===== src/rtl/ocm_pkg.sv =====
`default_nettype none

package ocm_pkg;

   // ------------------------------------------------------------
   // default sizes, overridden from the top level
   // ------------------------------------------------------------

   // output VCs per port
   localparam int default_num_vcs = 4;

   // router ports, including the local one
   localparam int default_num_ports = 5;

   // downstream buffer in flits, split evenly over the VCs
   localparam int default_buffer_size = 32;

   // flit payload width
   localparam int default_flit_data_width = 64;

   // ------------------------------------------------------------
   // internal error vector layout
   // ------------------------------------------------------------

   // switch grant that no allocated output VC owns
   localparam int err_unmatched = 0;
   // switch grant owned by more than one output VC
   localparam int err_multimatch = 1;
   // flit sent on a VC without credits
   localparam int err_credit_underflow = 2;
   // credit returned to a VC that already holds all of them
   localparam int err_credit_overflow = 3;

   localparam int num_error_bits = 4;

endpackage

`default_nettype wire


===== src/rtl/credit_decode.sv =====
`timescale 1ns/100ps
`default_nettype none

module credit_decode
   import ocm_pkg::*;
#(
   parameter int num_vcs = default_num_vcs,
   localparam int vc_idx_width = (num_vcs > 1) ? $clog2(num_vcs) : 1
)
(
   input  wire                     clk,
   input  wire                     rst_n,

   // credit strobe and VC index from the downstream router
   input  wire                     credit_valid,
   input  wire  [vc_idx_width-1:0] credit_vc,

   output logic                    fc_event_valid,
   output logic [0:num_vcs-1]      fc_event_sel_ovc
);

   logic                    credit_valid_q;
   logic [vc_idx_width-1:0] credit_vc_q;

   always_ff @(posedge clk)
   begin
      if (!rst_n)
         credit_valid_q <= 1'b0;
      else
         credit_valid_q <= credit_valid;
   end

   // index only changes when a credit actually arrives
   always_ff @(posedge clk)
   begin
      if (credit_valid)
         credit_vc_q <= credit_vc;
   end

   assign fc_event_valid = credit_valid_q;

   // one-hot VC mask, empty when no credit is pending
   always_comb
   begin
      fc_event_sel_ovc = '0;
      for (int v = 0; v < num_vcs; v++)
         fc_event_sel_ovc[v] = credit_valid_q && (credit_vc_q == vc_idx_width'(v));
   end

endmodule

`default_nettype wire


===== src/rtl/flit_stage.sv =====
`timescale 1ns/100ps
`default_nettype none

module flit_stage
   import ocm_pkg::*;
#(
   parameter int num_vcs   = default_num_vcs,
   parameter int num_ports = default_num_ports
)
(
   input  wire                   clk,
   input  wire                   rst_n,

   // switch allocator result for this output
   input  wire                   sw_gnt,
   input  wire  [0:num_ports-1]  sw_sel_ip,
   input  wire  [0:num_vcs-1]    sw_sel_ivc,
   input  wire                   flit_head,
   input  wire                   flit_tail,

   output logic                  flit_valid_q,
   output logic [0:num_ports-1]  sel_ip_q,
   output logic [0:num_vcs-1]    sel_ivc_q,
   output logic                  head_q,
   output logic                  tail_q
);

   // grant strobe, one cycle ahead of the channel register
   always_ff @(posedge clk)
   begin
      if (!rst_n)
         flit_valid_q <= 1'b0;
      else
         flit_valid_q <= sw_gnt;
   end

   // ------------------------------------------------------------
   // flit in flight
   // ------------------------------------------------------------

   // winning port and VC are held until the next grant
   always_ff @(posedge clk)
   begin
      if (sw_gnt)
      begin
         sel_ip_q  <= sw_sel_ip;
         sel_ivc_q <= sw_sel_ivc;
         head_q    <= flit_head;
         tail_q    <= flit_tail;
      end
   end

endmodule

`default_nettype wire


===== src/rtl/ovc_alloc_state.sv =====
`timescale 1ns/100ps
`default_nettype none

module ovc_alloc_state
   import ocm_pkg::*;
#(
   parameter int num_vcs   = default_num_vcs,
   parameter int num_ports = default_num_ports
)
(
   input  wire                           clk,
   input  wire                           rst_n,

   // VC allocator result, one owner slot per output VC
   input  wire  [0:num_vcs-1]            vc_gnt_ovc,
   input  wire  [0:num_vcs*num_ports-1]  vc_sel_ovc_ip,
   input  wire  [0:num_vcs*num_vcs-1]    vc_sel_ovc_ivc,

   // staged switch grant
   input  wire                           flit_valid_q,
   input  wire  [0:num_ports-1]          sel_ip_q,
   input  wire  [0:num_vcs-1]            sel_ivc_q,
   input  wire                           tail_q,

   output logic [0:num_vcs-1]            flit_sel_ovc,
   output logic [0:num_vcs-1]            elig_ovc,
   output logic                          error_unmatched,
   output logic                          error_multimatch
);

   logic [0:num_ports-1] owner_ip_q  [num_vcs];
   logic [0:num_vcs-1]   owner_ivc_q [num_vcs];
   logic [0:num_vcs-1]   allocated_q;
   logic [0:num_vcs-1]   match_ovc;
   logic [0:num_vcs-1]   release_ovc;

   // ------------------------------------------------------------
   // owner registers
   // ------------------------------------------------------------

   always_ff @(posedge clk)
   begin
      for (int v = 0; v < num_vcs; v++)
      begin
         if (vc_gnt_ovc[v])
         begin
            owner_ip_q[v]  <= vc_sel_ovc_ip[v*num_ports +: num_ports];
            owner_ivc_q[v] <= vc_sel_ovc_ivc[v*num_vcs +: num_vcs];
         end
      end
   end

   // a new grant wins over a tail leaving in the same cycle
   always_ff @(posedge clk)
   begin
      if (!rst_n)
         allocated_q <= '0;
      else
      begin
         for (int v = 0; v < num_vcs; v++)
         begin
            if (vc_gnt_ovc[v])
               allocated_q[v] <= 1'b1;
            else if (release_ovc[v])
               allocated_q[v] <= 1'b0;
         end
      end
   end

   // ------------------------------------------------------------
   // switch grant matching
   // ------------------------------------------------------------

   always_comb
   begin
      for (int v = 0; v < num_vcs; v++)
         match_ovc[v] = allocated_q[v] &&
                        (owner_ip_q[v] == sel_ip_q) &&
                        (owner_ivc_q[v] == sel_ivc_q);
   end

   // tail of the packet frees the VC for the allocator again
   assign release_ovc = match_ovc & {num_vcs{flit_valid_q & tail_q}};

   assign flit_sel_ovc = match_ovc;
   assign elig_ovc     = ~allocated_q;

   assign error_unmatched  = flit_valid_q && (match_ovc == '0);
   // more than one bit set in the match vector
   assign error_multimatch = flit_valid_q && ((match_ovc & (match_ovc - 1'b1)) != '0);

endmodule

`default_nettype wire


===== src/rtl/ovc_credit_tracker.sv =====
`timescale 1ns/100ps
`default_nettype none

module ovc_credit_tracker
   import ocm_pkg::*;
#(
   parameter int num_vcs     = default_num_vcs,
   parameter int buffer_size = default_buffer_size,
   localparam int max_credits = buffer_size / num_vcs,
   localparam int cnt_width   = $clog2(max_credits + 1)
)
(
   input  wire                clk,
   input  wire                rst_n,

   // flit leaving on the selected VC
   input  wire                flit_valid_q,
   input  wire  [0:num_vcs-1] flit_sel_ovc,

   // registered credit return
   input  wire                fc_event_valid,
   input  wire  [0:num_vcs-1] fc_event_sel_ovc,

   output logic [0:num_vcs-1] full_ovc,
   output logic [0:num_vcs-1] almost_full_ovc,
   output logic               error_underflow,
   output logic               error_overflow
);

   logic [cnt_width-1:0] count_q [num_vcs];
   logic [0:num_vcs-1]   sent_ovc;
   logic [0:num_vcs-1]   cred_ovc;
   logic [0:num_vcs-1]   underflow_ovc;
   logic [0:num_vcs-1]   overflow_ovc;

   assign sent_ovc = flit_sel_ovc & {num_vcs{flit_valid_q}};
   assign cred_ovc = fc_event_sel_ovc & {num_vcs{fc_event_valid}};

   // ------------------------------------------------------------
   // credit counters
   // ------------------------------------------------------------

   // flit and credit on the same VC cancel out
   always_ff @(posedge clk)
   begin
      if (!rst_n)
      begin
         for (int v = 0; v < num_vcs; v++)
            count_q[v] <= cnt_width'(max_credits);
      end
      else
      begin
         for (int v = 0; v < num_vcs; v++)
         begin
            if (sent_ovc[v] && !cred_ovc[v] && !underflow_ovc[v])
               count_q[v] <= count_q[v] - 1'b1;
            else if (cred_ovc[v] && !sent_ovc[v] && !overflow_ovc[v])
               count_q[v] <= count_q[v] + 1'b1;
         end
      end
   end

   // ------------------------------------------------------------
   // status and error flags
   // ------------------------------------------------------------

   always_comb
   begin
      for (int v = 0; v < num_vcs; v++)
      begin
         full_ovc[v]        = (count_q[v] == '0);
         almost_full_ovc[v] = (count_q[v] == cnt_width'(1));
         underflow_ovc[v]   = sent_ovc[v] && !cred_ovc[v] && (count_q[v] == '0);
         // counter saturates at the top
         overflow_ovc[v]    = cred_ovc[v] && !sent_ovc[v] &&
                              (count_q[v] == cnt_width'(max_credits));
      end
   end

   assign error_underflow = |underflow_ovc;
   assign error_overflow  = |overflow_ovc;

endmodule

`default_nettype wire


===== src/rtl/channel_output.sv =====
`timescale 1ns/100ps
`default_nettype none

module channel_output
   import ocm_pkg::*;
#(
   parameter int num_vcs         = default_num_vcs,
   parameter int flit_data_width = default_flit_data_width,
   localparam int vc_idx_width   = (num_vcs > 1) ? $clog2(num_vcs) : 1
)
(
   input  wire                          clk,
   input  wire                          rst_n,

   input  wire                          flit_valid_q,
   input  wire  [0:num_vcs-1]           flit_sel_ovc,
   input  wire                          head_q,
   input  wire                          tail_q,
   input  wire  [0:flit_data_width-1]   flit_data,
   input  wire  [0:num_error_bits-1]    errors,

   // outgoing flit channel
   output logic                         channel_valid,
   output logic                         channel_head,
   output logic                         channel_tail,
   output logic [vc_idx_width-1:0]      channel_vc,
   output logic [0:flit_data_width-1]   channel_data,

   output logic                         error
);

   logic                    flit_sent;
   logic [vc_idx_width-1:0] sel_idx;

   // one-hot to binary, OR of the indices of all set bits
   always_comb
   begin
      sel_idx = '0;
      for (int v = 0; v < num_vcs; v++)
         if (flit_sel_ovc[v])
            sel_idx = sel_idx | vc_idx_width'(v);
   end

   // unmatched grants never reach the link
   assign flit_sent = flit_valid_q && (flit_sel_ovc != '0);

   // ------------------------------------------------------------
   // channel register
   // ------------------------------------------------------------

   always_ff @(posedge clk)
   begin
      if (!rst_n)
         channel_valid <= 1'b0;
      else
         channel_valid <= flit_sent;
   end

   always_ff @(posedge clk)
   begin
      if (flit_sent)
      begin
         channel_head <= head_q;
         channel_tail <= tail_q;
         channel_vc   <= sel_idx;
         channel_data <= flit_data;
      end
   end

   // error summary, no hold
   always_ff @(posedge clk)
   begin
      if (!rst_n)
         error <= 1'b0;
      else
         error <= |errors;
   end

endmodule

`default_nettype wire


===== src/rtl/op_ctrl_top.sv =====
`timescale 1ns/100ps
`default_nettype none

module op_ctrl_top
   import ocm_pkg::*;
#(
   parameter int num_vcs         = default_num_vcs,
   parameter int num_ports       = default_num_ports,
   parameter int buffer_size     = default_buffer_size,
   parameter int flit_data_width = default_flit_data_width,
   localparam int vc_idx_width   = (num_vcs > 1) ? $clog2(num_vcs) : 1
)
(
   input  wire                           clk,
   input  wire                           rst_n,

   input  wire                           credit_valid,
   input  wire  [vc_idx_width-1:0]       credit_vc,

   input  wire  [0:num_vcs-1]            vc_gnt_ovc,
   input  wire  [0:num_vcs*num_ports-1]  vc_sel_ovc_ip,
   input  wire  [0:num_vcs*num_vcs-1]    vc_sel_ovc_ivc,

   input  wire                           sw_gnt,
   input  wire  [0:num_ports-1]          sw_sel_ip,
   input  wire  [0:num_vcs-1]            sw_sel_ivc,
   input  wire                           flit_head,
   input  wire                           flit_tail,
   input  wire  [0:flit_data_width-1]    flit_data,

   output logic                          channel_valid,
   output logic                          channel_head,
   output logic                          channel_tail,
   output logic [vc_idx_width-1:0]       channel_vc,
   output logic [0:flit_data_width-1]    channel_data,

   output logic [0:num_vcs-1]            full_ovc,
   output logic [0:num_vcs-1]            almost_full_ovc,
   output logic [0:num_vcs-1]            elig_ovc,
   output logic                          error
);

   logic                      fc_event_valid;
   logic [0:num_vcs-1]        fc_event_sel_ovc;
   logic                      flit_valid_q;
   logic [0:num_ports-1]      sel_ip_q;
   logic [0:num_vcs-1]        sel_ivc_q;
   logic                      head_q;
   logic                      tail_q;
   logic [0:num_vcs-1]        flit_sel_ovc;
   logic                      error_unmatched;
   logic                      error_multimatch;
   logic                      error_underflow;
   logic                      error_overflow;
   logic [0:num_error_bits-1] errors;

   // ------------------------------------------------------------
   // decode
   // ------------------------------------------------------------

   credit_decode #(.num_vcs(num_vcs)) u_credit_decode (
      .clk              (clk),
      .rst_n            (rst_n),
      .credit_valid     (credit_valid),
      .credit_vc        (credit_vc),
      .fc_event_valid   (fc_event_valid),
      .fc_event_sel_ovc (fc_event_sel_ovc)
   );

   flit_stage #(.num_vcs(num_vcs), .num_ports(num_ports)) u_flit_stage (
      .clk          (clk),
      .rst_n        (rst_n),
      .sw_gnt       (sw_gnt),
      .sw_sel_ip    (sw_sel_ip),
      .sw_sel_ivc   (sw_sel_ivc),
      .flit_head    (flit_head),
      .flit_tail    (flit_tail),
      .flit_valid_q (flit_valid_q),
      .sel_ip_q     (sel_ip_q),
      .sel_ivc_q    (sel_ivc_q),
      .head_q       (head_q),
      .tail_q       (tail_q)
   );

   // ------------------------------------------------------------
   // execute
   // ------------------------------------------------------------

   ovc_alloc_state #(.num_vcs(num_vcs), .num_ports(num_ports)) u_ovc_alloc_state (
      .clk              (clk),
      .rst_n            (rst_n),
      .vc_gnt_ovc       (vc_gnt_ovc),
      .vc_sel_ovc_ip    (vc_sel_ovc_ip),
      .vc_sel_ovc_ivc   (vc_sel_ovc_ivc),
      .flit_valid_q     (flit_valid_q),
      .sel_ip_q         (sel_ip_q),
      .sel_ivc_q        (sel_ivc_q),
      .tail_q           (tail_q),
      .flit_sel_ovc     (flit_sel_ovc),
      .elig_ovc         (elig_ovc),
      .error_unmatched  (error_unmatched),
      .error_multimatch (error_multimatch)
   );

   ovc_credit_tracker #(.num_vcs(num_vcs), .buffer_size(buffer_size)) u_ovc_credit_tracker (
      .clk              (clk),
      .rst_n            (rst_n),
      .flit_valid_q     (flit_valid_q),
      .flit_sel_ovc     (flit_sel_ovc),
      .fc_event_valid   (fc_event_valid),
      .fc_event_sel_ovc (fc_event_sel_ovc),
      .full_ovc         (full_ovc),
      .almost_full_ovc  (almost_full_ovc),
      .error_underflow  (error_underflow),
      .error_overflow   (error_overflow)
   );

   // ------------------------------------------------------------
   // result
   // ------------------------------------------------------------

   assign errors[err_unmatched]        = error_unmatched;
   assign errors[err_multimatch]       = error_multimatch;
   assign errors[err_credit_underflow] = error_underflow;
   assign errors[err_credit_overflow]  = error_overflow;

   channel_output #(
      .num_vcs         (num_vcs),
      .flit_data_width (flit_data_width)
   ) u_channel_output (
      .clk           (clk),
      .rst_n         (rst_n),
      .flit_valid_q  (flit_valid_q),
      .flit_sel_ovc  (flit_sel_ovc),
      .head_q        (head_q),
      .tail_q        (tail_q),
      .flit_data     (flit_data),
      .errors        (errors),
      .channel_valid (channel_valid),
      .channel_head  (channel_head),
      .channel_tail  (channel_tail),
      .channel_vc    (channel_vc),
      .channel_data  (channel_data),
      .error         (error)
   );

endmodule

`default_nettype wire


===== config.mk =====
export PLATFORM = sky130hd
export DESIGN_NAME = op_ctrl_top
export DESIGN_NICKNAME = d
export VERILOG_FILES = /design/src/rtl/ocm_pkg.sv /design/src/rtl/credit_decode.sv /design/src/rtl/flit_stage.sv /design/src/rtl/ovc_alloc_state.sv /design/src/rtl/ovc_credit_tracker.sv /design/src/rtl/channel_output.sv /design/src/rtl/op_ctrl_top.sv
export SDC_FILE = /design/constraint.sdc
export NUM_CORES = 1
export LEC_CHECK = 0
export ABC_CLOCK_PERIOD_IN_PS = 8400
export BUFFER_PORTS_ARGS = -buffer_cell sky130_fd_sc_hd__buf_2
export CAP_MARGIN = 5
export CORE_ASPECT_RATIO = 0.8
export CORE_MARGIN = 2
export CORE_UTILIZATION = 54
export DETAILED_ROUTE_END_ITERATION = 10
export GPL_TIMING_DRIVEN = 0
export HOLD_SLACK_MARGIN = 0.02
export PLACE_DENSITY_LB_ADDON = 0.1
export SLEW_MARGIN = 30
export SYNTH_ARGS = -nofsm -noshare
export SYNTH_HDL_FRONTEND = slang
export SYNTH_HIERARCHICAL = 1
export SYNTH_SLANG_ARGS = --single-unit

===== constraint.sdc =====
create_clock -name clk -period 8.4 [get_ports clk]
set_input_delay 2.1 -clock clk [delete_from_list [all_inputs] [get_ports clk]]
set_output_delay 2.1 -clock clk [all_outputs]
set_load 0.02 [all_outputs]

Word-level counts from Yosys, hierarchy flattened
Memory sizes are Yosys's and may differ from the RTL's.
Cells that the tools add are included.
Widths: inputs -> output; s select.
{ "word_totals": {"reg_bits": 89, "mem_bits_rw": 52, "inputBits": 121, "out_inout_bits": 82, "memories": 3} }
{ "op_classes": {"addsub": 9, "eq_ne": 19, "n_mux": 54, "n_bitwise": 14, "n_reduce_logical": 69} }
{ "memory_table": {"columns": ["memory", "words", "width", "read_ports", "rd_clocked_by_memory_dff", "write_ports", "line", "source"], "rows": [
  ["u_ovc_alloc_state.owner_ip_q", 4, 5, 4, 0, 4, "ovc_alloc_state.sv:31", "logic [0:num_ports-1] owner_ip_q [num_vcs];"],
  ["u_ovc_alloc_state.owner_ivc_q", 4, 4, 4, 0, 4, "ovc_alloc_state.sv:32", "logic [0:num_vcs-1] owner_ivc_q [num_vcs];"],
  ["u_ovc_credit_tracker.count_q", 4, 4, 4, 0, 4, "ovc_credit_tracker.sv:30", "logic [cnt_width-1:0] count_q [num_vcs];"]
]} }
{ "ops": {"columns": ["op", "n"], "rows": [
  ["$mux 1", 46],
  ["$logic_and 1x1->1", 39],
  ["$mux 4", 8],
  ["$eq 5x5->1", 4],
  ["$logic_not 4->1", 5],
  ["$sub 4x1->4 const B", 5],
  ["$add 4x1->4 const B", 4],
  ["$and 4x4->4", 4],
  ["$eq 4x1->1 const B", 4],
  ["$eq 4x4->1", 4],
  ["$eq 4x4->1 const B", 4],
  ["$logic_not 1->1", 16],
  ["$reduce_or 10->1", 1],
  ["$or 1x1->1", 8],
  ["$reduce_bool 2->1", 4],
  ["$reduce_bool 4->1", 2],
  ["$eq 2x2->1 const B", 2],
  ["$not 4->4", 1],
  ["$eq 2x1->1 const B", 1],
  ["$logic_not 2->1", 1],
  ["$reduce_or 2->1", 1],
  ["$and 1x1->1", 1]
]} }

Logic depth before layout (Yosys ltp)
An unclocked memory read counts as a cell.
{ "depth": {"ltp_word": 15, "mapped_depth": 9, "ltp_nobuf": 8} }

Hierarchy
The synthesis kept the hierarchy.
{ "by_module_without_submodules": {"columns": ["mod", "n_inst", "cells_each", "area_per_inst_um2"], "rows": [
  ["channel_output", 1, 75, 2128.3],
  ["ovc_alloc_state", 1, 110, 1783.0],
  ["ovc_credit_tracker", 1, 183, 1667.8],
  ["flit_stage", 1, 13, 356.6],
  ["credit_decode", 1, 8, 123.9]
]} }

Least setup slack after synthesis
Ideal clock, no wire load.
{ "synth_path": {"path_kind": "register to output", "from": "mem u_ovc_credit_tracker/count_q[3][0] in the netlist's numbering", "to": "out full_ovc[3] in the netlist's numbering", "t_arrival_ns": 1.362, "slack_ns": 4.938, "stages_incl_launch_ff": 5, "path_cell_list": "edfxtp_1 -> inv_1 -> ha_1 -> nor2b_1 -> nor2b_1"} }
{ "synth_rtl": {"columns": ["item", "line", "source"], "rows": [
  ["start: declaration", "ovc_credit_tracker.sv:30", null],
  ["end: declaration", "op_ctrl_top.sv:37", "output logic [0:num_vcs-1] full_ovc,"]
]} }

==> impl_metrics.env <==
export IMPL_rows=34
export IMPL_min_from="u_flit_stage/head_q$_DFFE_PP_"
export IMPL_cts_setup_buffers=0
export IMPL_ant_nets=0
export IMPL_p_per_area_nw_per_um2=210.9
export IMPL_period_share_pct=49.76
export IMPL_rsz0062_at_grt="no"
export IMPL_syn2layout_area_growth_pct=29.90
export IMPL_multi_input_area_um2=1713
export IMPL_via_per_inst=5.320
export IMPL_fin_nets=744
export IMPL_htreeDepth=4
export IMPL_pre_cts_slack_ns=4.638
export IMPL_die_y_um=98.75
export IMPL_synth_xor_area_share_pct=6.029
export IMPL_overflow=0
export IMPL_skew_ns=0.007197
export IMPL_cts_root_buffer="clkbuf_16"
export IMPL_cts_sinks=141
export IMPL_drive_gt1_share_pct=44.07
export IMPL_regArea_um2=4154
export IMPL_die_w_um=122.4
export IMPL_start_util_pct=55.64
export IMPL_r2r_slack_ns=5.49
export IMPL_portBuffers=202
export IMPL_worstSetupStartpoint="u_ovc_credit_tracker/count_q[3][0]$_DFFE_PP_"
export IMPL_drc=0
export IMPL_setup_viol=0
export IMPL_yosys_cell_types_count=70
export IMPL_synthArstFlopShare_pct=0
export IMPL_synth_cells=389
export IMPL_fin_ws_ns=4.220
export IMPL_fin_cells=769
export IMPL_synth_simple_gate_area_share_pct=11.23
export IMPL_worstSetupPathType="flip-flop to output pin"
export IMPL_clk_pin_slew_ns=0.06
export IMPL_grt_max_degree=37
export IMPL_synthFlopType="edfxtp_1"
export IMPL_syn_nets=522
export IMPL_hpwlAfterDp_mm=10.11
export IMPL_synth_area_um2=6060
export IMPL_drt_iter0_drc=255
export IMPL_endpoint_kind="output pin"
export IMPL_synth_top_family_by_area="simple AND/OR/NAND/NOR gates"
export IMPL_hold_slack_ns=0.4209
export IMPL_place_inst=736
export IMPL_reg2reg_depth=7
export IMPL_dr_pass1_iters=5
export IMPL_dr_total_vias=4091
export IMPL_worst_pin_slew_ns=0.7887
export IMPL_fill_cells=759
export IMPL_cts_resized_gates=0
export IMPL_status="complete, no violations"
export IMPL_hold_viol_final=0
export IMPL_endpoint="full_ovc[3]"
export IMPL_critical_path_arrival_ns=2.08
export IMPL_cap_violations=0
export IMPL_numCtsBuffers=17
export IMPL_fp_coreArea_um2=10890
export IMPL_ir_worst_vdd_uv=161.6
export IMPL_critPathMaxFanout=6
export IMPL_drt_total_wl_mm=13.62
export IMPL_synth_mux_area_share_pct=0.4956
export IMPL_fin_setup_tns_ns=0
export IMPL_holdBufCountCts=0
export IMPL_cts_tree="yes"
export IMPL_report_final_slew_viol_count=0
export IMPL_synth_compound_area_share_pct=7.743
export IMPL_synth_avg_cell_area_um2=15.58
export IMPL_ys_ff_latch=141
export IMPL_yosysWarnings=6
export IMPL_min_period_ns=4.180
export IMPL_io_pins=203
export IMPL_ys_seq_area_share_pct=68.55
export IMPL_worstSkewPairLatency_ns=0.41
export IMPL_wl_per_cell_um=17.71
export IMPL_hold_path_class="flip-flop to flip-flop"
export IMPL_fin_area_um2=7871
export IMPL_leakagePower_nw=3.132
export IMPL_synth_fa_ha_area_share_pct=2.643
export IMPL_post_dp_cell_area_um2=7278
export IMPL_crit_required_ns=6.30
export IMPL_slew_limit_headroom_pct=46.98
export IMPL_clock_fmax_mhz=239.2
export IMPL_grt_use_total_pct=23.20
export IMPL_max_clock_path_buffers=2
export IMPL_gp_congestion=0.8539
export IMPL_crit_reg2reg_capture="u_ovc_credit_tracker/count_q[1][0]$_SDFFCE_PN0P_"
export IMPL_antenna_found_initial=1
export IMPL_synth_edf_count=133
export IMPL_cp_start_kind="flip-flop"
export IMPL_grt_pass1_vias=3894
export IMPL_r2r_start="u_flit_stage/sel_ivc_q[2]$_DFFE_PP_"
export IMPL_hold_path_cell_count=0
export IMPL_die_area_um2=12090
export IMPL_grt_pass1_wl_mm=20.78
==> where the power goes <==
group | internal (mW) | switching [mW] | leakage (nW)
Sequential | 0.795 | 0.0169 | 1.32
Clock | 0.443 | 0.298 | 0.283
Combinational | 0.0557 | 0.0511 | 1.53
Total | 1.29 | 0.366 | 3.13
==> worst max-delay path: stages (launching register included) <==
cell      delay (ns)
edfxtp_1        0.48
inv_1           0.12
ha_1            0.22
nor2b_1         0.21
nor2b_1         0.40
buf_2           0.25
==> routing by layer <==
layer | vias to the layer above | share of wire, % | GRT usage [%]
met5 | - | 0 | 0
met4 | 0 | 1.3 | 8.046
met3 | 16 | 7.3 | 5.093
met2 | 187 | 50 | 38.89
met1 | 1929 | 41 | 30.02
li1 | 1959 | - | -
==> how the worst min path moves through the flow <==
stage | end
floorplan | u_channel_output/channel_head$_DFFE_PP_
global placement | u_channel_output/channel_head$_DFFE_PP_
detailed placement | u_channel_output/channel_head$_DFFE_PP_
CTS | u_channel_output/channel_head$_DFFE_PP_
global route | u_channel_output/channel_head$_DFFE_PP_
finish | u_channel_output/channel_head$_DFFE_PP_
==> logic make-up after synthesis <==
| kind of cell | after synthesis |
|---|---|
| buffers and inverters | 32 |
| AOI/OAI and AO/OA | 57 |
| xor gates and xnor gates | 40 |
| DFF | 141 |
| adders and majority gates | 13 |
| and+or+nand+nor | 104 |
| muxes | 2 |
==> layout make-up <==
| type | count | share of cell area (%) |
|---|---|---|
| clock inverters | 14 | 2.051 |
| repair buffers | 203 | 13.10 |
| diodes | 1 | 0.03179 |
| flip-flops and latches | 141 | 52.77 |
| clock buffers | 18 | 5.452 |
| inverters | 15 | 0.7153 |
| well taps | 144 | 2.289 |
| multi-input cells | 216 | 21.76 |
| plain buffers | 17 | 1.828 |
==> metrics by stage <==
stage          util [%]  total power [mW]
6_report          72.28             1.660
5_1_grt           72.28             1.711
4_1_cts           72.25             1.670
3_5_place_dp      66.83            0.9337
3_3_place_gp      66.58            0.9278
2_1_floorplan         -            0.8838
==> layout by cell type, fill, tap and decap left out, types with 3 or more instances in the layout <==
cell / instances
buf_2: 206
edfxtp_1: 133
xnor2_1: 34
clkbuf_16: 17
nand2_1: 16
inv_1: 15
nand4_1: 14
ha_1: 12
nor2_1: 10
a31oi_1: 9
dfxtp_1: 8
and2_1: 8
buf_6: 8
clkinv_4: 6
nor2b_1: 6
nand3_1: 6
nor3_1: 5
nor3b_1: 5
clkbuf_1: 4
xor2_1: 4
o21a_1: 4
a21oi_1: 4
a41oi_1: 4
nor3b_2: 3
and3b_1: 3
or3_1: 3
nand3b_1: 3
o22ai_1: 3
o221ai_1: 3
a211o_1: 3
==> sequential cells by signal, summed over array words and instances (netlist names), 2 cells and up <==
register                       flops
u_flit_stage/sel_ivc_q             4
u_ovc_credit_tracker/count_q      16
u_credit_decode/credit_vc_q        2
u_channel_output/channel_vc        2
u_ovc_alloc_state/owner_ivc_q     16
u_ovc_alloc_state/owner_ip_q      20
u_channel_output/channel_data     64
u_flit_stage/sel_ip_q              5
u_ovc_alloc_state/allocated_q      4
==> cells in the mapped netlist (2+ instances only) <==
cell type  instances  area share [%]
xor2_1             4            0.58
buf_6              8             1.5
nand3b_1           3            0.37
xnor2_1           34             4.9
nand2b_1           2            0.21
nand4_1           14             1.4
dfxtp_1            8             2.6
nor4_4             2            0.70
nor4_2             2            0.41
a221oi_2           2            0.50
o221ai_1           3            0.43
nor3b_1            5            0.62
nor3b_2            3            0.62
clkbuf_1           3            0.19
or3_1              3            0.31
a21oi_1            4            0.33
or2_2              2            0.21
a41oi_1            4            0.58
nor2b_1            6            0.62
inv_1             15            0.93
o21ai_0            2            0.17
a22oi_1            2            0.25
and2_1             8            0.83
and3_1             2            0.21
ha_1              12             2.5
a311oi_1           2            0.29
edfxtp_1         133              66
and3b_1            3            0.43
buf_2              4            0.33
o311a_1            2            0.33
a211oi_1           2            0.25
xnor2_2            2            0.54
mux2_4             2            0.50
nand2_2            2            0.21
o21a_1             4            0.50
a31oi_1            9            0.93
nand3_1            6            0.50
nand2_1           16            0.99
o22ai_1            3            0.31
nor3_1             5            0.41
nor2_1            10            0.62
a211o_1            3            0.43
Note: power is estimated with default switching activity, not from simulation.
